==> src/hw/sysctl_pkg.sv <==
// shared types and constants for the system-control block
// covers the PI1 bus types, the address map, device ids and reset sizes
// every file refers to these by scoped name

package sysctl_pkg;

	localparam int ARCH_BITS = 32;

	typedef logic [ARCH_BITS-1:0] arch_word_t;
	// word address, byte address without its two low bits
	typedef logic [ARCH_BITS-3:0] pi1_addr_t;
	typedef logic [ARCH_BITS/8-1:0] byte_sel_t;

	typedef enum logic [1:0] {
		OP_NOP   = 2'd0,
		OP_WRITE = 2'd1,
		OP_READ  = 2'd2
	} pi1_op_e;

	typedef struct packed {
		pi1_op_e    op;
		pi1_addr_t  addr;
		arch_word_t data;
		byte_sel_t  sel;
	} pi1_req_t;

	typedef struct packed {
		arch_word_t data;
		logic       rdy;
	} pi1_rsp_t;

	// slave indices in address order, the last one catches unmapped space
	typedef enum logic [1:0] {
		SLV_DEVTBL  = 2'd0,
		SLV_SCRATCH = 2'd1,
		SLV_INVALID = 2'd2
	} slave_sel_e;

	localparam arch_word_t SLAVE_COUNT = 32'd3;

	// map sizes in bytes
	localparam arch_word_t DEVTBL_MAPSZ  = 32'd256;
	localparam arch_word_t SCRATCH_MAPSZ = 32'd1024;
	localparam arch_word_t INVALID_MAPSZ = 32'h0000_1000;

	localparam arch_word_t DEVTBL_BASE  = 32'd0;
	localparam arch_word_t SCRATCH_BASE = DEVTBL_BASE + DEVTBL_MAPSZ;

	localparam int SCRATCH_WORDS = 256;

	localparam arch_word_t SOC_ID        = 32'd1;
	localparam arch_word_t DEVID_DEVTBL  = 32'd7;
	localparam arch_word_t DEVID_RAM     = 32'd1;
	localparam arch_word_t DEVID_INVALID = 32'd0;

	// one bit per slave, none of them raise interrupts here
	localparam logic [2:0] USEINTR_MASK = 3'b000;

	typedef struct packed {
		logic rst0;
		logic rst1;
		logic valid;
	} rst_ctl_t;

	localparam int RST_CNT_BITS = 4;
	typedef logic [RST_CNT_BITS-1:0] rst_cnt_t;

endpackage

==> src/hw/pi1_addr_decoder.sv <==
// PI1 address decoder for the single bus master
// picks one slave from the package address map and muxes its response
// unmapped addresses are answered here with zero data and immediate rdy

`timescale 1ns/1ps

module pi1_addr_decoder (
	input  logic                clk120mhz,
	input  logic                rst_p,
	input  sysctl_pkg::pi1_req_t m_req_i,
	output sysctl_pkg::pi1_rsp_t m_rsp_o,
	output sysctl_pkg::pi1_req_t devtbl_req_o,
	output sysctl_pkg::pi1_req_t scratch_req_o,
	input  sysctl_pkg::pi1_rsp_t devtbl_rsp_i,
	input  sysctl_pkg::pi1_rsp_t scratch_rsp_i
);

	sysctl_pkg::arch_word_t byte_addr;
	sysctl_pkg::slave_sel_e slv_sel;
	logic                   inv_active;

	assign byte_addr = {m_req_i.addr, 2'b00};

	// unsigned offset compare also rejects addresses below the base
	always_comb begin
		if ((byte_addr - sysctl_pkg::DEVTBL_BASE) < sysctl_pkg::DEVTBL_MAPSZ) begin
			slv_sel = sysctl_pkg::SLV_DEVTBL;
		end else if ((byte_addr - sysctl_pkg::SCRATCH_BASE) < sysctl_pkg::SCRATCH_MAPSZ) begin
			slv_sel = sysctl_pkg::SLV_SCRATCH;
		end else begin
			slv_sel = sysctl_pkg::SLV_INVALID;
		end
	end

	assign inv_active = (slv_sel == sysctl_pkg::SLV_INVALID) &&
		(m_req_i.op != sysctl_pkg::OP_NOP);

	// slaves see their own word offset, and a NOP unless addressed
	always_comb begin
		devtbl_req_o = m_req_i;
		devtbl_req_o.addr = m_req_i.addr -
			sysctl_pkg::pi1_addr_t'(sysctl_pkg::DEVTBL_BASE >> 2);
		if (slv_sel != sysctl_pkg::SLV_DEVTBL) begin
			devtbl_req_o.op = sysctl_pkg::OP_NOP;
		end

		scratch_req_o = m_req_i;
		scratch_req_o.addr = m_req_i.addr -
			sysctl_pkg::pi1_addr_t'(sysctl_pkg::SCRATCH_BASE >> 2);
		if (slv_sel != sysctl_pkg::SLV_SCRATCH) begin
			scratch_req_o.op = sysctl_pkg::OP_NOP;
		end
	end

	// default responder drops writes and reads back zero
	always_comb begin
		case (slv_sel)
			sysctl_pkg::SLV_DEVTBL:  m_rsp_o = devtbl_rsp_i;
			sysctl_pkg::SLV_SCRATCH: m_rsp_o = scratch_rsp_i;
			default:                 m_rsp_o = '{data: '0, rdy: inv_active};
		endcase
	end

	a_one_slave: assert property (@(posedge clk120mhz) disable iff (rst_p)
		$onehot0({devtbl_req_o.op != sysctl_pkg::OP_NOP,
			scratch_req_o.op != sysctl_pkg::OP_NOP, inv_active}));

	// a slave must never complete a request the master is not holding
	a_rdy_needs_op: assert property (@(posedge clk120mhz) disable iff (rst_p)
		m_rsp_o.rdy |-> (m_req_i.op != sysctl_pkg::OP_NOP));

endmodule

==> config.mk <==
export PLATFORM = sky130hd
export DESIGN_NAME = pi1_addr_decoder
export DESIGN_NICKNAME = d
export VERILOG_FILES = /design/src/hw/sysctl_pkg.sv /design/src/hw/pi1_addr_decoder.sv
export SDC_FILE = /design/constraint.sdc
export NUM_CORES = 1
export LEC_CHECK = 0
export BUFFER_PORTS_ARGS = -buffer_cell sky130_fd_sc_hd__buf_2
export CORE_AREA = 3 3 116 118
export DETAILED_ROUTE_END_ITERATION = 16
export DIE_AREA = 0 0 119 121
export PLACE_DENSITY = 0.48
export SYNTH_ARGS = -nofsm -noshare
export SYNTH_HDL_FRONTEND = slang
export SYNTH_SLANG_ARGS = --single-unit
export TNS_END_PERCENT = 30
==> constraint.sdc <==
create_clock -name vclk -period 5.8
set_input_delay 1.16 -clock vclk [all_inputs]
set_output_delay 1.16 -clock vclk [all_outputs]
set_load 0.02 [all_outputs]
==> metrics.yaml, run 1 <==
global_route:
  grt_usage_pct: 8.80
  grt_pass1_wl_um: 10400
  grt_start_max_net_pins: 38
  grt_antenna_before_repair: 0
  overflow: 0
  grt_pass1_vias: 1844
run:
  maxCapViolations: 0
worst_setup_path:
  crit_path_frequent_cell: "buf_2"
  path_depth: 11
  worstSetupEndpointType: "output pin"
  cp_num_buf_inv: 4
  path_class: "primary input to output pin"
  cp_cell_sequence: "buf_2 > inv_1 > ha_1 > or3b_1 > o31a_1 > or4_1 > or4_4 > nor4_4 > buf_12 > mux2i_1 > buf_2"
  cp.arrival_ns: 4.37
  crit_family: "simple AND/OR/NAND/NOR gates"
  max_stage_delay_ns: 0.54
  critPathSlowestCell: "or4_1"
  worstSetupStartpointType: "primary input"
  path_max_fanout: 35
  worstPathRequired_ns: 4.64
yosys:
  synth_top_area_share_pct: 42.6
  syn_avg_cell_area_um2: 7.38
  synth_area_leaders: "buf_4 43%, a22o_1 14%, xnor2_1 4.5%, nor2_1 2.7%, or4_1 2.7%"
  synthesis.nets: 402
  yosys.area.top_type: "buf_4"
  syn_area_um2: 1960
  synth_warnings: 0
  yosysUniqueCellTypes: 45
  synth_most_common_cell: "buf_4"
  seq_area_frac_synth_pct: 0
  synthCells: 265
  synth_commonest_cells: "111 x buf_4, 32 x a22o_1, 14 x nor2_1"
layout:
  area_growth_pct: 13.0
  n_sequential_cell: 0
  final_cell_area_um2: 2210
  fin_util_pct: 17.6
  fin_nets: 466
  seqCellArea_um2: 0
  n_clock_buffer: 0
  drive_above_1_share_pct: 59.6
  n_antenna_cell: 0
detailed_routing:
  drtIter0Drc: 195
  routed_wl_um: 7150
  routed_via_density: 4.11
  firstDrtPassIters: 4
  drc: 0
  avgRoutedWirePerCell_um: 14.3
  dr_total_vias: 2052
  ant_nets: 0
timing:
  finalMaxSlewViolations: 0
  setup_violations: 0
  relSlewSlack_pct: 38.5
  min_period_over_period_pct: 95.3
  layout_min_cycle_time_ns: 5.53
  rsz0062_at_grt: "no"
  fmax_mhz: 181
  hold_viol: 0
  setup_tns_ns: 0
  tightest_slew_ns: 0.915
pwr:
  p_leak_nw: 1.14
  cellPowerDensity_nw_per_um2: 52.6
  vdd_drop_max_mv: 0.0260
floorplan:
  coreArea_um2: 12600
  die_area_um2: 14400
  start_util_pct: 15.6
  io_pins: 305
  rows: 41
  die_h_um: 121
  die_w_um: 119
run_status:
  outcome: "finished, final reports clean"
cts:
  cts_hold_buf: 0
  cts_setup_buffers: 0
  cts_resized: 0
placement:
  port-buffer-count: 177
  placed_cell_area_um2: 2210
  hpwl_um: 6070
  place_congestion: 0.751
min_path:
  hp-start: "m_req_i[0]"
  holdPathStages: 0
  min_path_type: "primary input to output pin"
  worstHoldEndpoint: "devtbl_req_o[0]"
## placed cells by master, fill, tap and decap left out, drive strengths merged, types with 5 or more instances in the layout
cell type,n
nand2,8
nor4,8
inv,6
a22o,32
or4,9
or2,7
buf,181
xnor2,10
nand3,6
xor2,6
nor2,14
nor3,5
## cell type report
type	instances	area (um^2)
well taps	172	215
inverters	6	22.5
fillers	1423	10400
multi-input cells	140	1040
repair buffers	181	928
## routing by layer
metal  vias to the layer above  track usage (%)  routed length [um]
met5                         -                0                   0
met4                         0             1.09                  69
met3                        12             1.26                 587
met2                       114             15.4                3610
met1                       964             11.8                2880
li1                        962                -                   -
## report_power, final
group	switching [W]	internal [W]	leakage [nW]
clock	0	0	0
combinational	0.0000691	0.0000471	1.14
sequential	0	0	0
## worst max path at each step
stage,from,endpoint
after floorplan,m_req_i[42],m_rsp_o[0]
after global placement,m_req_i[42],m_rsp_o[0]
after detailed placement,m_req_i[42],m_rsp_o[0]
after CTS,m_req_i[42],m_rsp_o[0]
after global routing,m_req_i[42],m_rsp_o[0]
final,m_req_i[42],m_rsp_o[0]
## cell families after synthesis
group                      share of synthesized area, %
AOI/OAI and AO/OA                                  22.5
xor gates and xnor gates                           7.16
and+or+nand+nor                                    22.3
buffers and inverters                              46.9
muxes                                             0.512
adders and majority gates                         0.639
## through the flow
step,instances,hold WS (ns),setup WS [ns],power (W)
2_1_floorplan,265,2.41,0.290,0.000148
3_3_place_gp,499,2.32,0.327,0.000117
3_5_place_dp,499,2.32,0.289,0.000118
4_1_cts,499,2.32,0.277,0.000118
5_1_grt,499,2.32,0.0814,0.000127
6_report,499,2.32,0.274,0.000116
No activity file was read; power rests on OpenSTA's default activity.
==> run 2, diff against run 1 <==
Settings changed: BUFFER_PORTS_ARGS -buffer_cell sky130_fd_sc_hd__buf_2 to not set, CORE_AREA 3 3 116 118 to 3 3 119 121, DIE_AREA 0 0 119 121 to 0 0 122 124, DONT_BUFFER_PORTS set to 1, PLACE_DENSITY 0.48 to 0.3.
==> metrics.yaml, run 2 (same netlist as run 1, synthesis figures left out) <==
placement:
  dp.cells: 329  # -34%
  placed_cell_area_um2: 1350  # -39%
  hpwl_um: 5470  # -9.9%
  port-buffer-count: 0  # -100%
  place_congestion: 0.703  # -6.4%
floorplan:
  rows: 42  # +2.4%
  die_area_um2: 15100  # +5.1%
  start_util_pct: 14.8  # -0.73 points
  die_w_um: 122  # +2.5%
  die_h_um: 124  # +2.5%
  io_pins: 305  # unchanged
  coreArea_um2: 13200  # +4.9%
worst_setup_path:
  worstSetupStartpointType: "primary input"
  path_class: "primary input to output pin"
  worstPathRequired_ns: 4.64  # about the same
  worstSetupEndpointType: "output pin"
  cp_cell_sequence: "inv_1 > ha_1 > or3b_1 > o31a_1 > or4_1 > or4_4 > nor4_4 > buf_12 > mux2i_1 > buf_4"
  cp.arrival_ns: 4.19  # -0.18 ns
  critPathSlowestCell: "or4_1"
  max_stage_delay_ns: 0.53  # about the same
  path_max_fanout: 35  # unchanged
run_status:
  outcome: "finished, final reports clean"
layout:
  layout_common_cells: "32 x a22o_1, 14 x nor2_1, 10 x xnor2_1, 8 x nand2_1"
  fin_nets: 292  # -37%
  n_clock_buffer: 0  # unchanged
  drive_above_1_share_pct: 13.7  # -46 points
  final_common_cell: "a22o_1"
  seqCellArea_um2: 0  # unchanged
  area_growth_pct: -30.9
  layout.cells.non_filler: 329  # -34%
  n_sequential_cell: 0  # unchanged
  final_cell_area_um2: 1350  # -39%
  n_antenna_cell: 0  # unchanged
timing:
  min_period_over_period_pct: 92.2  # -3.1 points
  setup_violations: 0  # unchanged
  fmax_mhz: 187  # +3.3%
  relSlewSlack_pct: 34.3  # -4.2 points
  tightest_slew_ns: 0.977  # +0.0618 ns
  rsz0062_at_grt: "no"
  layout_min_cycle_time_ns: 5.35  # -0.178 ns
  finalMaxSlewViolations: 0  # unchanged
  hold_viol: 0  # unchanged
  hold-worst-slack_ns: 2.32  # unchanged
  setup_tns_ns: 0  # unchanged
detailed_routing:
  drtIter0Drc: 70  # -64%
  avgRoutedWirePerCell_um: 19.2  # +34%
  routed_via_density: 4.13  # +0.45%
  ant_nets: 0  # unchanged
  firstDrtPassIters: 4  # unchanged
  routed_wl_um: 6310  # -12%
  drc: 0  # unchanged
  dr_total_vias: 1359  # -34%
cts:
  cts_resized: 0  # unchanged
  cts_setup_buffers: 0  # unchanged
  cts_hold_buf: 0  # unchanged
global_route:
  grt_pass1_wl_um: 8050  # -22%
  grt_pass1_vias: 1203  # -35%
  grt_usage_pct: 7.01  # -1.8 points
  grt_antenna_before_repair: 0  # unchanged
  overflow: 0  # unchanged
  grt_start_max_net_pins: 38  # unchanged
run:
  maxCapViolations: 0  # unchanged
min_path:
  hp-start: "m_req_i[0]"
  holdPathStages: 0  # unchanged
  worstHoldEndpoint: "devtbl_req_o[0]"
  min_path_type: "primary input to output pin"
pwr:
  p_leak_nw: 0.401  # -65%
  vdd_drop_max_mv: 0.0187  # -28%
  cellPowerDensity_nw_per_um2: 33.1  # -37%
run 2: cell types whose count changed in the layout (fill, tap and decap cells not counted), sizes merged:
cell / change
buf: -174
run 2: power breakdown:
part | switching [W] | leakage, nW | internal [W]
clock | 0 | 0 | 0
sequential | 0 | 0 | 0
combinational | 0.0000299 | 0.401 | 0.0000149
total | 0.0000299 | 0.401 | 0.0000149
run 2: layer usage:
layer / up-vias / routed length, um / GRT usage [%]
met5: - / 0 / 0
met4: 0 / 97 / 1.19
met3: 15 / 688 / 2.41
met2: 96 / 2820 / 10.9
met1: 636 / 2700 / 9.50
li1: 612 / - / -
run 2: area by class of cell:
| type | count | area, um^2 |
|---|---|---|
| Multi-Input combinational cell | 140 | 1040 |
| Inverter | 6 | 22.5 |
| Timing Repair Buffer | 7 | 65.1 |
| Fill cell | 1549 | 11800 |
| Tap cell | 176 | 220 |
run 2: through the flow:
step                setup slack, ns  total power, W  util (%)
floorplan                     0.290        0.000148         -
global placement              0.447       0.0000459      10.3
detailed placement            0.412       0.0000456      10.3
CTS                           0.402       0.0000457      10.3
global route                  0.245       0.0000486      10.3
finish                        0.453       0.0000448      10.3
run 2: how the worst max path moves through the flow:
stage,to,start,slack [ns],cells past startpoint
floorplan,m_rsp_o[0],m_req_i[42],0.29,10
global placement,m_rsp_o[0],m_req_i[42],0.45,10
detailed placement,m_rsp_o[0],m_req_i[42],0.41,10
CTS,m_rsp_o[0],m_req_i[42],0.40,10
global route,m_rsp_o[0],m_req_i[42],0.25,10
finish,m_rsp_o[0],m_req_i[42],0.45,10
run 2: worst max-delay path, delay by kind of cell:
| family | cells | cell delay [ns] |
|---|---|---|
| mux | 1 | 0.22 |
| simple gates | 4 | 1.75 |
| compound gates | 1 | 0.32 |
| buf+inv | 3 | 0.44 |
| fa+ha+maj | 1 | 0.26 |
