[src/hw/sysctl_pkg.sv]
// shared types and constants for the system-control block
// covers the PI1 bus types, the address map, device ids and reset sizes
// every file refers to these by scoped name

package sysctl_pkg;

	localparam int ARCH_BITS = 32;

	typedef logic [ARCH_BITS-1:0] arch_word_t;
	// word address, byte address without its two low bits
	typedef logic [ARCH_BITS-3:0] pi1_addr_t;
	typedef logic [ARCH_BITS/8-1:0] byte_sel_t;

	typedef enum logic [1:0] {
		OP_NOP   = 2'd0,
		OP_WRITE = 2'd1,
		OP_READ  = 2'd2
	} pi1_op_e;

	typedef struct packed {
		pi1_op_e    op;
		pi1_addr_t  addr;
		arch_word_t data;
		byte_sel_t  sel;
	} pi1_req_t;

	typedef struct packed {
		arch_word_t data;
		logic       rdy;
	} pi1_rsp_t;

	// slave indices in address order, the last one catches unmapped space
	typedef enum logic [1:0] {
		SLV_DEVTBL  = 2'd0,
		SLV_SCRATCH = 2'd1,
		SLV_INVALID = 2'd2
	} slave_sel_e;

	localparam arch_word_t SLAVE_COUNT = 32'd3;

	// map sizes in bytes
	localparam arch_word_t DEVTBL_MAPSZ  = 32'd256;
	localparam arch_word_t SCRATCH_MAPSZ = 32'd1024;
	localparam arch_word_t INVALID_MAPSZ = 32'h0000_1000;

	localparam arch_word_t DEVTBL_BASE  = 32'd0;
	localparam arch_word_t SCRATCH_BASE = DEVTBL_BASE + DEVTBL_MAPSZ;

	localparam int SCRATCH_WORDS = 256;

	localparam arch_word_t SOC_ID        = 32'd1;
	localparam arch_word_t DEVID_DEVTBL  = 32'd7;
	localparam arch_word_t DEVID_RAM     = 32'd1;
	localparam arch_word_t DEVID_INVALID = 32'd0;

	// one bit per slave, none of them raise interrupts here
	localparam logic [2:0] USEINTR_MASK = 3'b000;

	typedef struct packed {
		logic rst0;
		logic rst1;
		logic valid;
	} rst_ctl_t;

	localparam int RST_CNT_BITS = 4;
	typedef logic [RST_CNT_BITS-1:0] rst_cnt_t;

endpackage

[src/hw/reset_sequencer.sv]
// system reset sequencer
// stretches every reset request to a fixed length, latches power-off
// until the next external reset and emits the cold-reset pulse

`timescale 1ns/1ps

module reset_sequencer (
	input  logic                 clk120mhz,
	input  logic                 rst_p,
	input  sysctl_pkg::rst_ctl_t rst_ctl_i,
	input  logic                 cpu_rst_req_i,
	output logic                 sys_rst_o,
	output logic                 coldrst_o,
	output logic                 pwroff_o
);

	sysctl_pkg::rst_cnt_t rst_cnt;
	logic                 cold_req;
	logic                 warm_req;
	logic                 pwroff_req;
	logic                 reload;

	// rst0 and rst1 together select cold, rst1 alone warm, rst0 alone power-off
	assign cold_req   = rst_ctl_i.valid && rst_ctl_i.rst0 && rst_ctl_i.rst1;
	assign warm_req   = rst_ctl_i.valid && !rst_ctl_i.rst0 && rst_ctl_i.rst1;
	assign pwroff_req = rst_ctl_i.valid && rst_ctl_i.rst0 && !rst_ctl_i.rst1;

	assign reload = rst_p || cpu_rst_req_i || warm_req;

	always_ff @(posedge clk120mhz) begin
		if (reload) begin
			rst_cnt <= '1;
		end else if (rst_cnt != '0) begin
			rst_cnt <= rst_cnt - 1'b1;
		end
	end

	always_ff @(posedge clk120mhz) begin
		if (rst_p) begin
			pwroff_o  <= 1'b0;
			coldrst_o <= 1'b0;
		end else begin
			coldrst_o <= cold_req;
			if (pwroff_req) begin
				pwroff_o <= 1'b1;
			end
		end
	end

	// the request itself holds reset until the counter takes over
	assign sys_rst_o = reload || pwroff_o || (rst_cnt != '0);

	a_cold_pulse: assert property (@(posedge clk120mhz) disable iff (rst_p)
		coldrst_o |=> !coldrst_o);

endmodule

[config.mk]
export PLATFORM = sky130hd
export DESIGN_NAME = reset_sequencer
export DESIGN_NICKNAME = d
export VERILOG_FILES = /design/src/hw/sysctl_pkg.sv /design/src/hw/reset_sequencer.sv
export SDC_FILE = /design/constraint.sdc
export NUM_CORES = 1
export LEC_CHECK = 0
export BUFFER_PORTS_ARGS = -buffer_cell sky130_fd_sc_hd__buf_2
export CAP_MARGIN = 25
export CORE_AREA = 2 2 39 41
export CTS_BUF_LIST = sky130_fd_sc_hd__clkbuf_8
export DETAILED_ROUTE_END_ITERATION = 7
export DIE_AREA = 0 0 41 43
export PLACE_DENSITY = 0.52
export SYNTH_ARGS = -nofsm -noshare
export SYNTH_HDL_FRONTEND = slang
export SYNTH_SLANG_ARGS = --single-unit
[constraint.sdc]
create_clock -name clk120mhz -period 4.2 [get_ports clk120mhz]
set_input_delay 0.84 -clock clk120mhz [delete_from_list [all_inputs] [get_ports clk120mhz]]
set_output_delay 0.84 -clock clk120mhz [all_outputs]
set_load 0.02 [all_outputs]
==> results of run 1 <==
[metrics by stage]
| step | total power [mW] | hold slack (ns) |
|---|---|---|
| detailed placement | 0.0727 | 0.508 |
| floorplan | 0.0676 | 0.482 |
| CTS | 0.160 | 0.519 |
| global route | 0.164 | 0.544 |
| finish | 0.157 | 0.516 |
| global placement | 0.0727 | 0.510 |
[routing by layer]
layer,wire [um],up-vias
met5,0,-
met4,7,0
met3,36,2
met2,226,8
met1,230,107
li1,-,131
[path summary, 6_finish.rpt]
path                                         startpoint                      end  slack [ns]
worst min-delay path              pwroff_o$_SDFFE_PP0P_    pwroff_o$_SDFFE_PP0P_        0.52
worst min register to register    pwroff_o$_SDFFE_PP0P_    pwroff_o$_SDFFE_PP0P_        0.52
worst max-delay path                       rst_ctl_i[2]                sys_rst_o        1.68
worst max register to register  rst_cnt[0]$_SDFFE_PP1P_  rst_cnt[0]$_SDFFE_PP1P_        2.87
[final cells by class]
class | count | area [um2]
fill | 149 | 986
multi-input combinational | 23 | 161
clock buffer | 3 | 41.3
tap | 16 | 20.0
inverter | 4 | 15.0
sequential | 6 | 120
timing repair buffer | 8 | 40.0
[cells in the mapped netlist]
library cell	count
nand3b_1	1
nand2_1	4
inv_1	4
and2_4	1
dfxtp_1	6
or2b_2	1
or3b_4	1
nor2_1	4
nor3_1	2
o21ai_2	1
xnor2_1	1
nand2b_1	1
a311oi_2	1
a31oi_1	1
nand3_1	1
ha_1	2
mux2i_1	1
[critical path, stage by stage]
cell	delay, ns
buf_2	0.10
inv_1	0.04
a311oi_2	0.43
nand2_1	0.09
buf_2	0.18
[power by group through the flow]
stage               clock, mW  combinational [mW]  sequential [mW]
floorplan                   0             0.00580           0.0618
detailed placement          0              0.0116           0.0611
global route           0.0912              0.0126           0.0604
CTS                    0.0885              0.0116           0.0602
finish                 0.0851              0.0115           0.0603
global placement            0              0.0116           0.0611
[kinds of logic (layout without fill, tap and decap cells)]
logic type | Yosys count | in the layout | share of synthesized area [%]
AO/OA/AOI/OAI | 3 | 3 | 10.1
XOR/XNOR | 1 | 1 | 2.95
adder cells (fa/ha/maj) | 2 | 2 | 8.44
buffers and inverters | 4 | 15 | 5.06
flip-flops | 6 | 6 | 40.5
multiplexers | 1 | 1 | 3.38
AND/OR/NAND/NOR | 16 | 16 | 29.5
[cells in the final DEF, fill, tap and decap left out, types with 2 or more instances in the layout]
master | Yosys | routed
clkbuf_8 | 0 | 3
buf_2 | 0 | 8
inv_1 | 4 | 4
dfxtp_1 | 6 | 6
nor2_1 | 4 | 4
ha_1 | 2 | 2
nor3_1 | 2 | 2
nand2_1 | 4 | 4
[flip-flops by register name, indices dropped and copies added (netlist names)]
name       flops
coldrst_o      1
pwroff_o       1
rst_cnt        4
==> flow_summary.json, run 1 <==
{
  "status": "finished clean",
  "root_buffer": "clkbuf_8",
  "maxSlewViolCount": 0,
  "yosys.cell_types.count": 17,
  "dp_cells": 57,
  "synth_area_leaders": "dfxtp_1 41%, ha_1 8.4%, a311oi_2 5.1%",
  "grtUsageMet2_pct": 7.50,
  "fin_ws_ns": 1.68,
  "syn_area_per_cell_um2": 8.99,
  "reg2regPathDepth": 5,
  "path_clk_slew_ns": 0.04,
  "max_cap_violations": 0,
  "fin_setup_tns_ns": 0,
  "dp_hpwl_um": 383,
  "numPortBuffers": 8,
  "instances_no_fill": 60,
  "n_antenna_cell": 0,
  "first_pass_iters": 3,
  "ios": 9,
  "cp-start-kind": "input port",
  "gp_congestion": 0.704,
  "fin_crit_sh_pct": 59.9,
  "grt_use_met3_pct": 3.14,
  "use_met1_pct": 8.74,
  "design_area_um2": 398,
  "routed_wl_um": 500,
  "synth_top_area_share_pct": 40.5,
  "layout.nets": 54,
  "ant_nets": 0,
  "cp.required_ns": 3.36,
  "grt_max_degree": 6,
  "numCtsBuffers": 3,
  "synth_fp_nets": 41,
  "yosysSeqAreaShare_pct": 40.5,
  "drive_gt1_share_pct": 36.4,
  "ys_ff_latch": 6,
  "preCtsSetupSlack_ns": 1.66,
  "crit_arrival_ns": 1.68,
  "seq_power_share_pct": 38.4,
  "cts_tree": "done",
  "yosysWarnings": 0,
  "place_area_um2": 357,
  "cts_hold_buf": 0,
  "powerDensity_nw_per_um2": 394,
  "grt_pass1_vias": 203,
  "hold_depth": 2,
  "cts_resized": 0,
  "max_freq_ghz": 0.398,
  "start_util_pct": 21.4,
  "hold_path_class": "register to register",
  "cts_setup_buffers": 0,
  "avgViaCountPerCell": 4.13,
  "cts_buffer_depth": 2,
  "gr-max-usage-layer": "met4",
  "first_iter_violations": 4,
  "overflow": 0,
  "routedWlPerCell_um": 8.33,
  "post-route-drc-count": 0,
  "synth_cells": 33,
  "setup_viol": 0,
  "power_frac_clock_pct": 54.3,
  "syn_area_um2": 297,
  "die_width_um": 41,
  "slew_headroom_pct": 70.2,
  "clk_latency_ns": 0.22,
  "core_area_um2": 1380,
  "peakVddDrop_v": 0.000155,
  "cts.sinks": 6,
  "cp_max_fo": 5,
  "worst_slew_pin_slew_ns": 0.447,
  "hold_violations": 0,
  "internal_power_mw": 0.126,
  "num_vias": 248,
  "synth_top_area_cell": "dfxtp_1",
  "p_leak_nw": 0.192,
  "gr-usage-all-layers_pct": 7.55,
  "grt_pass1_wl_um": 765,
  "swShare_pct": 19.7,
  "cts_max_level": 1,
  "die_h_um": 43,
  "period_minus_slack_ns": 2.52,
  "switching_power_mw": 0.0309,
  "grt_setup_unrepaired": "no",
  "syn2layout_area_growth_pct": 34.2,
  "clock-skew-final_ns": 0.000589,
  "utilization_pct": 28.8,
  "path_class": "input port to primary output",
  "num_rows": 14,
  "antenna_found_initial": 0,
  "comb_power_share_pct": 7.3,
  "setup.worst_path.end_class": "primary output",
  "die_area_um2": 1760
}
No activity file was read; power rests on OpenSTA's default activity.
==> inputs of run 2 (changes only) <==
Clock period 4.2 ns to 2.6 ns, I/O delays scaled along.
==> run 2 against run 1 <==
Sequential share of layout area shrank 0.56 points. Worst hold slack lost 0.014 ns. Highest routed layer is now met3. Total power grew 61%. Combinational power grew 71%. Cell count grew 1.7%. Clock-buffer cell count is the same. Die area is the same. Critical path depth grew 1.
==> flow_summary.json, run 2 (same netlist as run 1, synthesis figures left out) <==
{
  "max_cap_violations": 0,
  "overflow": 0,
  "routedWlPerCell_um": 9.00,
  "ant_nets": 0,
  "period_minus_slack_ns": 2.04,
  "first_pass_iters": 4,
  "num_rows": 14,
  "die_width_um": 41,
  "setup.worst_path.end_class": "primary output",
  "first_iter_violations": 5,
  "grt_pass1_vias": 243,
  "clock-skew-final_ns": 0.00155,
  "slew_headroom_pct": 84.6,
  "antenna_found_initial": 0,
  "hold_violations": 0,
  "die_area_um2": 1760,
  "p_total_mw": 0.252,
  "path_class": "register to primary output",
  "cts_buffer_depth": 2,
  "crit_family": "simple AND/OR/NAND/NOR gates",
  "cp_max_fo": 4,
  "cpPeakStageDelay_ns": 0.42,
  "die_h_um": 43,
  "top_layer": "met3",
  "grt_pass1_wl_um": 890,
  "wl_met2_um": 257,
  "cp.buffers_inverters": 2,
  "multi_input_area_um2": 161,
  "cts_hold_buf": 0,
  "syn2layout_area_growth_pct": 36.7,
  "reg_top3": "rst_cnt (4), coldrst_o (1), pwroff_o (1)",
  "routed_wl_um": 549,
  "fin_setup_tns_ns": 0,
  "cts_resized": 0,
  "gp_congestion": 0.629,
  "root_buffer": "clkbuf_8",
  "wl_met1_um": 247,
  "min_from": "rst_p",
  "cp-start-kind": "register",
  "n_antenna_cell": 0,
  "slowest_stage": "or3b_4",
  "cp_cell_sequence": "inv_1 -> ha_1 -> or3b_4 -> nor2_1 -> nand2_1 -> buf_2",
  "status": "finished clean",
  "cts.sinks": 6,
  "cts_setup_buffers": 0,
  "max_freq_ghz": 0.489,
  "numPortBuffers": 8,
  "wl_met3_um": 44,
  "worst_slew_pin_slew_ns": 0.229,
  "top_register": "rst_cnt",
  "maxSlewViolCount": 0,
  "setup.worst_path.start": "rst_cnt[0]$_SDFFE_PP1P_",
  "grt_setup_unrepaired": "no",
  "layout.nets": 55,
  "core_area_um2": 1380,
  "cp.depth": 6,
  "clk_latency_ns": 0.22,
  "reg2regPathDepth": 5,
  "peakVddDrop_v": 0.000237,
  "start_util_pct": 21.4,
  "drive_gt1_share_pct": 37.8,
  "avgViaCountPerCell": 4.20,
  "cts_max_level": 1,
  "largest_register_ffs": 4,
  "path_clk_slew_ns": 0.03,
  "hold_depth": 2,
  "numCtsBuffers": 3,
  "num_vias": 256,
  "r2r_setup_slack_ns": 1.28,
  "powerDensity_nw_per_um2": 622,
  "r2r_start": "rst_cnt[0]$_SDFFE_PP1P_",
  "seqCellArea_um2": 120,
  "grt_max_degree": 6,
  "setup_viol": 0,
  "fin_crit_sh_pct": 78.6,
  "cp.required_ns": 2.08,
  "nFillCells": 148,
  "ios": 9,
  "p_leak_nw": 0.197,
  "gr-usage-all-layers_pct": 8.05,
  "crit_arrival_ns": 1.52,
  "final_cell_mix": "8 x buf_2, 6 x dfxtp_1, 4 x inv_1, 4 x nor2_1, 4 x nand2_1",
  "cts_tree": "done",
  "dp_hpwl_um": 424,
  "utilization_pct": 29.3,
  "post-route-drc-count": 0,
  "layout_commonest_cell": "buf_2",
  "hold_path_class": "input port to register"
}
run 2: cell count changes in the layout (fill, tap and decap cells not counted):
cell   before  now
buf_4       0    1
run 2: path summary, 6_finish.rpt:
kind                             endpoint
hold reg to reg     pwroff_o$_SDFFE_PP0P_
hold / removal      pwroff_o$_SDFFE_PP0P_
setup reg to reg  rst_cnt[1]$_SDFFE_PP1P_
setup / recovery                sys_rst_o
run 2: area by class of cell:
cell class | instances | area share [%]
multi-input cells | 23 | 39.8
flip-flops and latches | 6 | 29.6
repair buffers | 9 | 11.7
clock buffers | 3 | 10.2
well taps | 16 | 4.94
inverters | 4 | 3.70
run 2: per-stage QoR:
| stage | hold slack [ns] | instance area, um2 | worst slack (ns) | instances |
|---|---|---|---|---|
| after global routing | 0.506 | 405 | 0.456 | 61 |
| after detailed placement | 0.502 | 364 | 0.794 | 58 |
| after CTS | 0.502 | 405 | 0.554 | 61 |
| final | 0.502 | 405 | 0.557 | 61 |
| after floorplan | 0.482 | 297 | 0.918 | 33 |
| after global placement | 0.497 | 364 | 0.796 | 58 |
run 2: routing by layer:
metal	vias up	track usage, %
li1	133	-
met4	0	6.00
met5	-	0
met1	111	8.74
met2	12	10.9
met3	0	4.71
run 2: power breakdown:
group	internal [mW]	switching, mW
Combinational	0.00988	0.00986
Clock	0.0991	0.0360
Sequential	0.0954	0.00214
Total	0.204	0.0480
