[src/hw/sysctl_pkg.sv]
// shared types and constants for the system-control block
// covers the PI1 bus types, the address map, device ids and reset sizes
// every file refers to these by scoped name

package sysctl_pkg;

	localparam int ARCH_BITS = 32;

	typedef logic [ARCH_BITS-1:0] arch_word_t;
	// word address, byte address without its two low bits
	typedef logic [ARCH_BITS-3:0] pi1_addr_t;
	typedef logic [ARCH_BITS/8-1:0] byte_sel_t;

	typedef enum logic [1:0] {
		OP_NOP   = 2'd0,
		OP_WRITE = 2'd1,
		OP_READ  = 2'd2
	} pi1_op_e;

	typedef struct packed {
		pi1_op_e    op;
		pi1_addr_t  addr;
		arch_word_t data;
		byte_sel_t  sel;
	} pi1_req_t;

	typedef struct packed {
		arch_word_t data;
		logic       rdy;
	} pi1_rsp_t;

	// slave indices in address order, the last one catches unmapped space
	typedef enum logic [1:0] {
		SLV_DEVTBL  = 2'd0,
		SLV_SCRATCH = 2'd1,
		SLV_INVALID = 2'd2
	} slave_sel_e;

	localparam arch_word_t SLAVE_COUNT = 32'd3;

	// map sizes in bytes
	localparam arch_word_t DEVTBL_MAPSZ  = 32'd256;
	localparam arch_word_t SCRATCH_MAPSZ = 32'd1024;
	localparam arch_word_t INVALID_MAPSZ = 32'h0000_1000;

	localparam arch_word_t DEVTBL_BASE  = 32'd0;
	localparam arch_word_t SCRATCH_BASE = DEVTBL_BASE + DEVTBL_MAPSZ;

	localparam int SCRATCH_WORDS = 256;

	localparam arch_word_t SOC_ID        = 32'd1;
	localparam arch_word_t DEVID_DEVTBL  = 32'd7;
	localparam arch_word_t DEVID_RAM     = 32'd1;
	localparam arch_word_t DEVID_INVALID = 32'd0;

	// one bit per slave, none of them raise interrupts here
	localparam logic [2:0] USEINTR_MASK = 3'b000;

	typedef struct packed {
		logic rst0;
		logic rst1;
		logic valid;
	} rst_ctl_t;

	localparam int RST_CNT_BITS = 4;
	typedef logic [RST_CNT_BITS-1:0] rst_cnt_t;

endpackage

[src/hw/dev_table_regs.sv]
// device table and reset-control register on the PI1 bus
// software walks the table to find each slave's id and map size
// a write to word 0 requests a cold, warm or power-off reset

`timescale 1ns/1ps

module dev_table_regs (
	input  logic                 clk120mhz,
	input  logic                 rst_p,
	input  sysctl_pkg::pi1_req_t req_i,
	output sysctl_pkg::pi1_rsp_t rsp_o,
	output sysctl_pkg::rst_ctl_t rst_ctl_o
);

	logic                   rdy_q;
	sysctl_pkg::arch_word_t rd_data_q;
	sysctl_pkg::arch_word_t rd_word;
	sysctl_pkg::pi1_addr_t  entry;
	sysctl_pkg::arch_word_t entry_idx;
	sysctl_pkg::slave_sel_e entry_slv;
	logic                   take;
	logic                   rst_write;

	// entries start at word 2, two words per slave
	assign entry     = req_i.addr - sysctl_pkg::pi1_addr_t'(2);
	assign entry_idx = {3'b000, entry[29:1]};
	assign entry_slv = sysctl_pkg::slave_sel_e'(entry[2:1]);

	always_comb begin
		rd_word = '0;
		if (req_i.addr == '0) begin
			rd_word = sysctl_pkg::SOC_ID;
		end else if (req_i.addr == sysctl_pkg::pi1_addr_t'(1)) begin
			rd_word = sysctl_pkg::SLAVE_COUNT;
		end else if (entry_idx < sysctl_pkg::SLAVE_COUNT) begin
			if (!entry[0]) begin
				case (entry_slv)
					sysctl_pkg::SLV_DEVTBL:  rd_word = sysctl_pkg::DEVID_DEVTBL;
					sysctl_pkg::SLV_SCRATCH: rd_word = sysctl_pkg::DEVID_RAM;
					default:                 rd_word = sysctl_pkg::DEVID_INVALID;
				endcase
			end else begin
				case (entry_slv)
					sysctl_pkg::SLV_DEVTBL:  rd_word = sysctl_pkg::DEVTBL_MAPSZ;
					sysctl_pkg::SLV_SCRATCH: rd_word = sysctl_pkg::SCRATCH_MAPSZ;
					default:                 rd_word = sysctl_pkg::INVALID_MAPSZ;
				endcase
				// map sizes are powers of two, so bit 0 is free for the intr flag
				rd_word[0] = sysctl_pkg::USEINTR_MASK[entry_slv];
			end
		end
	end

	// rdy high means this request is done, so op is ignored for that cycle
	assign take = (req_i.op != sysctl_pkg::OP_NOP) && !rdy_q;
	assign rst_write = take && (req_i.op == sysctl_pkg::OP_WRITE) &&
		(req_i.addr == '0) && (req_i.data[1:0] != 2'b00);

	always_ff @(posedge clk120mhz) begin
		if (rst_p) begin
			rdy_q     <= 1'b0;
			rst_ctl_o <= '0;
		end else begin
			rdy_q     <= take;
			rst_ctl_o <= '0;
			if (rst_write) begin
				rst_ctl_o <= '{rst0: req_i.data[0], rst1: req_i.data[1], valid: 1'b1};
			end
		end
	end

	always_ff @(posedge clk120mhz) begin
		if (take) begin
			rd_data_q <= rd_word;
		end
	end

	assign rsp_o = '{data: rd_data_q, rdy: rdy_q};

	a_rdy_single: assert property (@(posedge clk120mhz) disable iff (rst_p)
		rdy_q |=> !rdy_q);

endmodule

[config.mk]
export PLATFORM = sky130hd
export DESIGN_NAME = dev_table_regs
export DESIGN_NICKNAME = d
export VERILOG_FILES = /design/src/hw/sysctl_pkg.sv /design/src/hw/dev_table_regs.sv
export SDC_FILE = /design/constraint.sdc
export NUM_CORES = 1
export LEC_CHECK = 0
export ABC_AREA = 1
export BUFFER_PORTS_ARGS = -buffer_cell sky130_fd_sc_hd__buf_4
export CELL_PAD_IN_SITES_DETAIL_PLACEMENT = 2
export CELL_PAD_IN_SITES_GLOBAL_PLACEMENT = 2
export CORE_MARGIN = 2
export CORE_UTILIZATION = 17
export DETAILED_ROUTE_END_ITERATION = 8
export PLACE_DENSITY = 0.79
export SLEW_MARGIN = 5
export SYNTH_ARGS = -nofsm -noshare
export SYNTH_HDL_FRONTEND = slang
export SYNTH_SLANG_ARGS = --single-unit
[constraint.sdc]
create_clock -name clk120mhz -period 1.55 [get_ports clk120mhz]
set_input_delay 0.0775 -clock clk120mhz [delete_from_list [all_inputs] [get_ports clk120mhz]]
set_output_delay 0.0775 -clock clk120mhz [all_outputs]
set_load 0.1 [all_outputs]
==> run summary, run 1 <==
Outcome: finished clean
Crit path largest cell delay: 0.26 ns
Via count: 1823
Post-layout util: 26.3%
Fmax: 667 MHz
Fin cells: 447
Pint: 691 µW
Leading register cell type out of synthesis: edfxtp_1
H-Tree Level Count: 1
GPL Wtd Cong: 0.753
Required @ worst endpoint: 1.64 ns
Final setup fails: 0
Final worst-path cycle share: 96.7%
Fin. Hold Viols: 0
Post-route ant nets: 0
Compound-Gate Fraction of Synth Area: 1.57%
Vias in the first global route: 1952
Slowest cell on the critical path: nor2_4
Simple logic cell fraction of the synthesized area: 54.2%
Arrival time worst endpoint: 1.59 ns
Fillers: 1111
Placeable core area: 8680 µm²
Row cnt: 34
Max FO, Critical Path: 7
Logic pwr share: 53.5%
CTS clk-pin slew, worst paths: 0.05 ns
Max-slew violation count: 0
Setup CP Type: primary input to flop
Slew headroom: 63.6%
Clock Power Share: 24.3%
List of most frequent post-synthesis cells: 74 x nand2_1, 51 x nor2_1, 38 x inv_1, 27 x buf_4, 18 x nand3_1
Crit-path cells: buf_8 -> nor2_4 -> nand2_8 -> nor2_4 -> buf_6 -> nand3_1 -> nand2_1 -> nand2_1 -> inv_2 -> nand3_2 -> nor2_4 -> nand4_4 -> nor2_1
Final Cell Area: 2280 µm²
Pwr/cell area: 593 nW/µm²
Worst VDD drop: 222 µV
Global-route wire length before repair: 9030 µm
Switching Share: 48.9%
P_leak: 1.17 nW
Buf/Inv on CP: 3
Cell variety after synth: 24
Sink Count: 10
Syn_area_per_cell: 5.73 µm²
Worst Clk Skew: 0.00151 ns
1st-iter DRT viols: 36
Worst slew pin tran: 0.533 ns
Initial Utilization: 17.5%
Top Ports: 106
Chip height: 98.5 µm
Hold WC Path Type: primary input to flop
Total track usage: 11.2%
Post-synth EDFFs: 6
Worst R2R Setup Slack: 0.43 ns
TritonRoute pass-1 iters: 3
Adder-cell share of the synthesized area: 2.47%
Root buffer cell: clkbuf_8
IO Port Bufs: 45
#FFs+latches synth: 10
Post-synth top area cell: nand2_1
# DRC: 0
P_sw: 661 µW
Sequential area share after synthesis: 17.1%
Grt total ovfl: 0
Placed inst area: 2060 µm²
Most used cell, CP: nor2_4
P&R area growth vs syn: 50.2%
Warnings, synthesis: 0
Die area: 9700 µm²
Maximum clock path buffer count: 2
Top-area cell type share of the netlist area: 18.3%
Vias per cell: 4.08
CTS Buf Count: 3
Drt wl/cell: 13.0 µm
Worst setup EP type: flop
Synth Area in XOR/XNOR: 1.15%
CTS tree: done
Placed insts: 440
Count leader, synth: nand2_1
Post-synthesis instance area: 1520 µm²
Top cells by area, synth: nand2_1 18%, buf_4 13%, nor2_1 13%, edfxtp_1 12%, inv_1 9.4%
Launching point of the worst reg2reg path: rdy_q
Clock latency on the worst-skew pair: 0.24 ns
Die Wd: 98.5 µm
Crit start category: primary input
WL final: 5820 µm
Multiplexer area fraction after synthesis: 0%
Critical path's top delay family: simple AND/OR/NAND/NOR gates
Initial antenna violation count: 0
Post-detail-place hpwl: 4900 µm
Sum Neg Setup Slack: 0 ns
Final min period: 1.50 ns
Share of flip-flops with an asynchronous set or reset: 0%
Worst setup margin: 0.0515 ns
Mapped Cells: 265
RSZ-0062 raised after global routing: yes
Diode count: 0
# Max-Cap Violations: 0
Largest family of logic cells by synthesized area: simple AND/OR/NAND/NOR gates
Largest net degree at the start of global routing: 9
Layout cells sized above 1: 34.5%
Launch point of the worst path: req_i[39]
DP Worst Slack: -0.312 ns
Min-delay src: req_i[4]
Nets: 413
Seq pwr share: 22.2%
[final cells by class]
| class | instances | area, µm² | share of cell area [%] |
|---|---|---|---|
| well taps | 108 | 135 | 5.93 |
| inverters | 40 | 153 | 6.70 |
| repair buffers | 72 | 563 | 24.7 |
| flip-flops and latches | 10 | 260 | 11.4 |
| multi-input cells | 213 | 1110 | 48.8 |
| clock buffers | 4 | 55.1 | 2.41 |
[per-stage QoR]
step / hold slack, ns / total power [mW]
detailed placement: 0.339 / 0.991
floorplan: 0.207 / 0.838
global route: 0.119 / 1.41
CTS: 0.0941 / 1.33
finish: 0.0995 / 1.35
global placement: 0.312 / 0.978
[sequential cells by signal (all words and copies together) (netlist names)]
register	cells
rdy_q	1
rst_ctl_o	3
rd_data_q	6
[kinds of logic (layout without fill, tap and decap cells)]
logic type      Yosys count  in the layout
other cells               1             26
flops                    10             10
buf+inv                  67            116
simple gates            178            178
compound gates            4              4
fa+ha+maj                 3              3
xor+xnor                  2              2
[worst register-to-register path, delay by kind of cell, from the launching register on]
family	cells	cell delay, ns
buf+inv	2	0.26
simple gates	4	0.48
flops	1	0.32
[per-layer routing]
| layer | up-vias | routed length (µm) | track usage (%) |
|---|---|---|---|
| met5 | - | 0 | 0 |
| met4 | 0 | 21 | 1.58 |
| met3 | 2 | 264 | 1.28 |
| met2 | 44 | 3070 | 22.1 |
| met1 | 871 | 2460 | 13.2 |
| li1 | 906 | - | - |
[placed cells by master (no fill, tap or decap), types with 2 or more instances in the layout]
master / instances
conb_1: 26
buf_4: 67
inv_2: 3
o21ai_1: 2
edfxtp_1: 6
nor2_2: 10
nor3_1: 2
inv_1: 36
nand3_1: 16
dfxtp_1: 4
clkbuf_8: 4
nand3_2: 3
nand4_1: 9
nor2_4: 11
ha_1: 2
nand3b_1: 2
nand2_1: 68
nor2_1: 45
xor2_1: 2
nand2_2: 8
buf_6: 4
[path summary, 6_finish.rpt]
check,cells past startpoint,endpoint
worst max register to register,6,rst_ctl_o[1]
worst min register to register,4,rdy_q
worst min-delay path,3,rst_ctl_o[2]
worst max-delay path,13,rd_data_q[10]
[power by group through the flow]
stage                     clock, mW  combinational [mW]  sequential [mW]
after global routing          0.345               0.764            0.302
after CTS                     0.330               0.698            0.300
final                         0.329               0.723            0.300
after global placement            0               0.673            0.305
after detailed placement          0               0.686            0.305
after floorplan                   0               0.455            0.383
[what timing repair did]
item / CTS / global route
setup endpoints to repair: 6 / 7
endpoints found under the hold margin: 0 / 0
setup buffers: 0 / 3
resized for setup: 11 / 25
cloned: 0 / 0
hold buffers: 0 / 0
pin swaps: 5 / 15
(Power assumes the default switching activity.)
==> run 2, diff against run 1 <==
--- a/config.mk
+++ b/config.mk
@@ -5,14 +5,13 @@
 export SDC_FILE = /design/constraint.sdc
 export NUM_CORES = 1
 export LEC_CHECK = 0
-export ABC_AREA = 1
 export BUFFER_PORTS_ARGS = -buffer_cell sky130_fd_sc_hd__buf_4
 export CELL_PAD_IN_SITES_DETAIL_PLACEMENT = 2
 export CELL_PAD_IN_SITES_GLOBAL_PLACEMENT = 2
 export CORE_MARGIN = 2
-export CORE_UTILIZATION = 17
+export CORE_UTILIZATION = 16
 export DETAILED_ROUTE_END_ITERATION = 8
-export PLACE_DENSITY = 0.79
+export PLACE_DENSITY = 0.8
 export SLEW_MARGIN = 5
 export SYNTH_ARGS = -nofsm -noshare
 export SYNTH_HDL_FRONTEND = slang
==> run summary, run 2 <==
Die Wd: 85.8 µm
Global-route wire length before repair: 6220 µm
Final min period: 1.99 ns
Max-slew violation count: 0
Drt wl/cell: 13.4 µm
Maximum clock path buffer count: 2
Via count: 1198
Failing checks: DRC, setup timing
Fin. Hold Viols: 0
Worst VDD drop: 217 µV
List of most frequent post-synthesis cells: 27 x buf_4, 10 x nor2_1, 9 x inv_1, 6 x edfxtp_1, 6 x nor3_1
Layout cells sized above 1: 55.1%
Met2 Use GR: 21.7%
Syn_area_per_cell: 8.85 µm²
Total track usage: 10.6%
Synth Area in XOR/XNOR: 2.45%
GPL Wtd Cong: 0.779
Mapped Cells: 121
Sequential Area: 260 µm²
Largest net degree at the start of global routing: 7
Reg2reg end: rst_ctl_o[1]
Warnings, synthesis: 0
Outcome: complete, but fails checks
Worst setup margin: -0.441 ns
Post-synth top area cell: buf_4
Placed insts: 280
Hold path endpoint: rdy_q
Sequential area share after synthesis: 24.3%
Multiplexer area fraction after synthesis: 0%
Met3 GRT Util: 1.15%
Post-detail-place hpwl: 3460 µm
Share of flip-flops with an asynchronous set or reset: 0%
Vias in the first global route: 1334
Simple logic cell fraction of the synthesized area: 32.2%
Fmax: 502 MHz
Final Cell Area: 1910 µm²
TritonRoute pass-1 iters: 8
Min-delay src: rst_p
Clock latency on the worst-skew pair: 0.23 ns
Grt met1 use: 11.2%
Final setup fails: 6
P_leak: 0.903 nW
Compound-Gate Fraction of Synth Area: 15.1%
Placed inst area: 1720 µm²
Commonest cells after routing, fill and taps aside: 87 x buf_4, 26 x conb_1, 9 x nor2_1
Pwr/cell area: 651 nW/µm²
IO Port Bufs: 45
Worst R2R Setup Slack: 0.50 ns
Arrival time worst endpoint: 2.10 ns
Post-route ant nets: 0
Post-synth EDFFs: 6
Required @ worst endpoint: 1.65 ns
CTS clk-pin slew, worst paths: 0.04 ns
CTS tree: done
Top Ports: 106
Top cells by area, synth: buf_4 19%, edfxtp_1 17%, dfxtp_1 7.5%, ha_1 3.5%, nor2_1 3.5%
Number of flip-flops in the largest register: 6
Nets: 288
Row cnt: 29
Launching point of the worst reg2reg path: rdy_q
Top-area cell type share of the netlist area: 18.9%
Largest family of logic cells by synthesized area: simple AND/OR/NAND/NOR gates
WL final: 3910 µm
1st-iter DRT viols: 21
# hold bufs at CTS: 0
# Max-Cap Violations: 0
Placeable core area: 6420 µm²
WHS Path Cells: 2
Initial Utilization: 16.7%
Grt total ovfl: 0
Largest register by flop count: rd_data_q
Adder-cell share of the synthesized area: 3.50%
H-Tree Level Count: 1
Worst Clk Skew: 0.00126 ns
Cell variety after synth: 45
GR peak layer: met2
Top Registers: rd_data_q x6, rst_ctl_o x3, rdy_q x1
Count leader, synth: buf_4
Post-synthesis instance area: 1070 µm²
Post-layout util: 29.7%
Multi-input gate area: 768 µm²
Fin cells: 291
CTS Buf Count: 3
Root buffer cell: clkbuf_8
Sink Count: 10
Most common cell after layout, fill and taps aside: buf_4
Initial antenna violation count: 0
Die area: 7360 µm²
Setup CP Type: primary input to flop
#FFs+latches synth: 10
Final hold slack: 0.0533 ns
Hold WC Path Type: primary input to flop
R2R depth: 3
# DRC: 3
Leading register cell type out of synthesis: edfxtp_1
Max FO, Critical Path: 6
Worst setup EP type: flop
Crit start category: primary input
P&R area growth vs syn: 78.4%
Fillers: 745
Diode count: 0
Vias per cell: 4.12
Final worst-path cycle share: 128%
RSZ-0062 raised after global routing: yes
Chip height: 85.8 µm
run 2: area by class of cell:
| cell class | instances | share of cell area, % |
|---|---|---|
| Clock buffer | 4 | 2.36 |
| Inverter | 9 | 2.03 |
| Multi-Input combinational cell | 100 | 40.2 |
| Sequential cell | 10 | 13.6 |
| Tap cell | 77 | 5.04 |
| Timing Repair Buffer | 91 | 36.7 |
run 2: worst max path at each step:
| stage | startpoint | end | cells past startpoint |
|---|---|---|---|
| after CTS | req_i[47] | rd_data_q[2] | 8 |
| final | req_i[38] | rd_data_q[2] | 10 |
| after floorplan | req_i[46] | rd_data_q[12] | 7 |
| after detailed placement | req_i[46] | rd_data_q[12] | 9 |
| after global routing | req_i[47] | rd_data_q[12] | 8 |
| after global placement | req_i[46] | rd_data_q[12] | 9 |
run 2: power by group:
part           leakage (nW)  internal (mW)  switching (mW)
Clock                0.0228          0.179          0.0925
Sequential           0.0949          0.296         0.00415
Combinational         0.785          0.177           0.494
run 2: cell families (layout without fill, tap and decap cells):
group,after synthesis,in the layout
AOI/OAI and AO/OA,20,20
xor gates and xnor gates,3,3
adders and majority gates,3,3
buffers and inverters,36,104
DFF,10,10
other,1,26
and+or+nand+nor,48,48
run 2: timing repair:
action | in CTS | in global routing
pin swaps | 11 | 3
resized for setup | 15 | 1
setup buffers | 5 | 2
endpoints found under the setup margin | 9 | 9
run 2: critical path, cell delays in order:
cell	delay [ns]
buf_6	0.11
inv_4	0.06
ha_4	0.14
and2b_2	0.15
and4_4	0.25
a21boi_2	0.06
or4b_4	0.49
a2111oi_4	0.29
and4_4	0.29
and3_4	0.18
run 2: per-stage QoR:
stage	setup slack (ns)	setup TNS, ns	power, mW
final	-0.441	-2.51	1.24
after global routing	-0.538	-3.32	1.30
after detailed placement	-0.802	-6.58	0.953
after global placement	-0.733	-5.61	0.942
after floorplan	-0.544	-3.14	0.796
after CTS	-0.450	-2.61	1.25
run 2: routing by layer:
layer / wire [µm] / up-vias
met2: 2210 / 43
met5: 0 / -
li1: - / 582
met3: 216 / 5
met4: 57 / 0
met1: 1430 / 568
==> run 3, diff against run 2 <==
--- a/config.mk
+++ b/config.mk
@@ -11,7 +11,9 @@
 export CORE_MARGIN = 2
 export CORE_UTILIZATION = 16
 export DETAILED_ROUTE_END_ITERATION = 8
+export GPL_ROUTABILITY_DRIVEN = 0
 export PLACE_DENSITY = 0.8
+export REMOVE_ABC_BUFFERS = 1
 export SLEW_MARGIN = 5
 export SYNTH_ARGS = -nofsm -noshare
 export SYNTH_HDL_FRONTEND = slang
==> run summary, run 3 (synthesis results as in run 2) <==
Outcome: complete, but fails checks
Failing checks: DRC, setup timing
Final worst-path cycle share: 138%
Drt wl/cell: 14.0 µm
P_leak: 0.909 nW
P&R area growth vs syn: 75.6%
Final Cell Area: 1880 µm²
Hold path endpoint: rdy_q
WHS Path Cells: 2
Min-delay src: rst_p
Crit start category: primary input
Row cnt: 29
Initial antenna violation count: 0
DP Worst Slack: -0.945 ns
Sequential Area: 260 µm²
Largest register by flop count: rd_data_q
Vias per cell: 4.22
CTS tree: done
Die Wd: 85.8 µm
Maximum clock path buffer count: 2
Launch point of the worst path: req_i[47]
Required @ worst endpoint: 1.64 ns
Multi-input gate area: 739 µm²
TritonRoute pass-1 iters: 9
Worst Clk Skew: 0.00548 ns
RSZ-0062 raised after global routing: yes
Max FO, Critical Path: 6
Crit-path cells: buf_6 -> nor4_4 -> nand4_2 -> buf_6 -> o21a_1 -> or4_4 -> a2111oi_4 -> and4_4 -> nor3b_2
Sink Count: 10
Number of flip-flops in the largest register: 6
Worst R2R Setup Slack: 0.48 ns
Die area: 7360 µm²
H-Tree Level Count: 1
Root buffer cell: clkbuf_8
Post-route ant nets: 0
Placed inst area: 1700 µm²
Worst setup margin: -0.592 ns
Slowest cell on the critical path: or4_4
Final min period: 2.14 ns
1st-iter DRT viols: 26
Layout cells sized above 1: 53.7%
Via count: 1227
Diode count: 0
# hold bufs at CTS: 0
WL final: 4070 µm
Pwr/cell area: 654 nW/µm²
CTS Buf Count: 3
Initial Utilization: 16.7%
Worst VDD drop: 161 µV
R2R depth: 1
Most common cell after layout, fill and taps aside: buf_4
Global-route wire length before repair: 6400 µm
Total track usage: 10.9%
Top Registers: rd_data_q x6, rst_ctl_o x3, rdy_q x1
Largest net degree at the start of global routing: 7
Post-detail-place hpwl: 3510 µm
Fmax: 467 MHz
# DRC: 4
Grt total ovfl: 0
Hold WC Path Type: primary input to flop
Crit path largest cell delay: 0.53 ns
Chip height: 85.8 µm
Placeable core area: 6420 µm²
# Max-Cap Violations: 0
Fin. Hold Viols: 0
Most used cell, CP: buf_6
Vias in the first global route: 1375
Final setup fails: 9
Commonest cells after routing, fill and taps aside: 85 x buf_4, 26 x conb_1, 10 x nor2_1
Post-layout util: 29.3%
Launching point of the worst reg2reg path: rdy_q
Reg2reg end: rd_data_q[12]
Setup CP Type: primary input to flop
IO Port Bufs: 45
CTS clk-pin slew, worst paths: 0.05 ns
Nets: 288
Clock latency on the worst-skew pair: 0.24 ns
Arrival time worst endpoint: 2.23 ns
Max-slew violation count: 0
Fillers: 742
Top Ports: 106
Worst setup EP type: flop
[run 3: changes by cell type in the layout (fill, tap and decap cells not counted), sizes merged]
cell / delta
clkinv: +1
clkbuf: -1
[run 3: layout make-up]
cell class,instances,area share (%)
Clock inverter,1,0.200
Clock buffer,3,2.20
Timing Repair Buffer,91,37.5
Multi-Input combinational cell,100,39.3
Inverter,9,1.80
Tap cell,77,5.12
Sequential cell,10,13.8
[run 3: where the power goes]
group / leakage (nW) / switching [mW] / internal (mW)
sequential: 0.0949 / 0.00488 / 0.296
clock: 0.0231 / 0.101 / 0.174
combinational: 0.791 / 0.490 / 0.165
[run 3: how the worst max path moves through the flow]
stage                                to  slack, ns  cells after the start
after floorplan           rd_data_q[12]      -0.69                      9
after global placement    rd_data_q[12]      -0.83                     10
after detailed placement   rd_data_q[8]      -0.95                     10
after CTS                 rd_data_q[12]      -0.53                      8
after global routing      rd_data_q[12]      -0.66                      9
final                     rd_data_q[12]      -0.59                      9
[run 3: critical path: cells and delay by family]
kind            cells  cell delay [ns]
simple gates        5             1.50
buf+inv             2             0.25
compound gates      2             0.39
[run 3: metal layers]
| metal | share of wire (%) | GRT usage (%) |
|---|---|---|
| met3 | 6.1 | 2.31 |
| met1 | 37 | 10.9 |
| met4 | 1.1 | 3.17 |
| met5 | 0 | 0 |
| met2 | 56 | 22.2 |
[run 3: per-stage QoR]
step	instances	hold slack, ns	setup TNS, ns	total power, mW
6_report	291	0.0438	-3.96	1.23
5_1_grt	291	0.0481	-4.72	1.28
4_1_cts	289	0.0441	-3.72	1.23
3_5_place_dp	281	0.270	-7.52	0.943
3_3_place_gp	281	0.263	-6.23	0.931
2_1_floorplan	119	0.166	-4.04	0.734
[run 3: repair_timing]
item                       4_1_cts  5_1_grt
cloned                           0        0
resized for setup               17        3
pin swaps                       12       11
setup buffers                    4        2
setup endpoints to repair        9        9
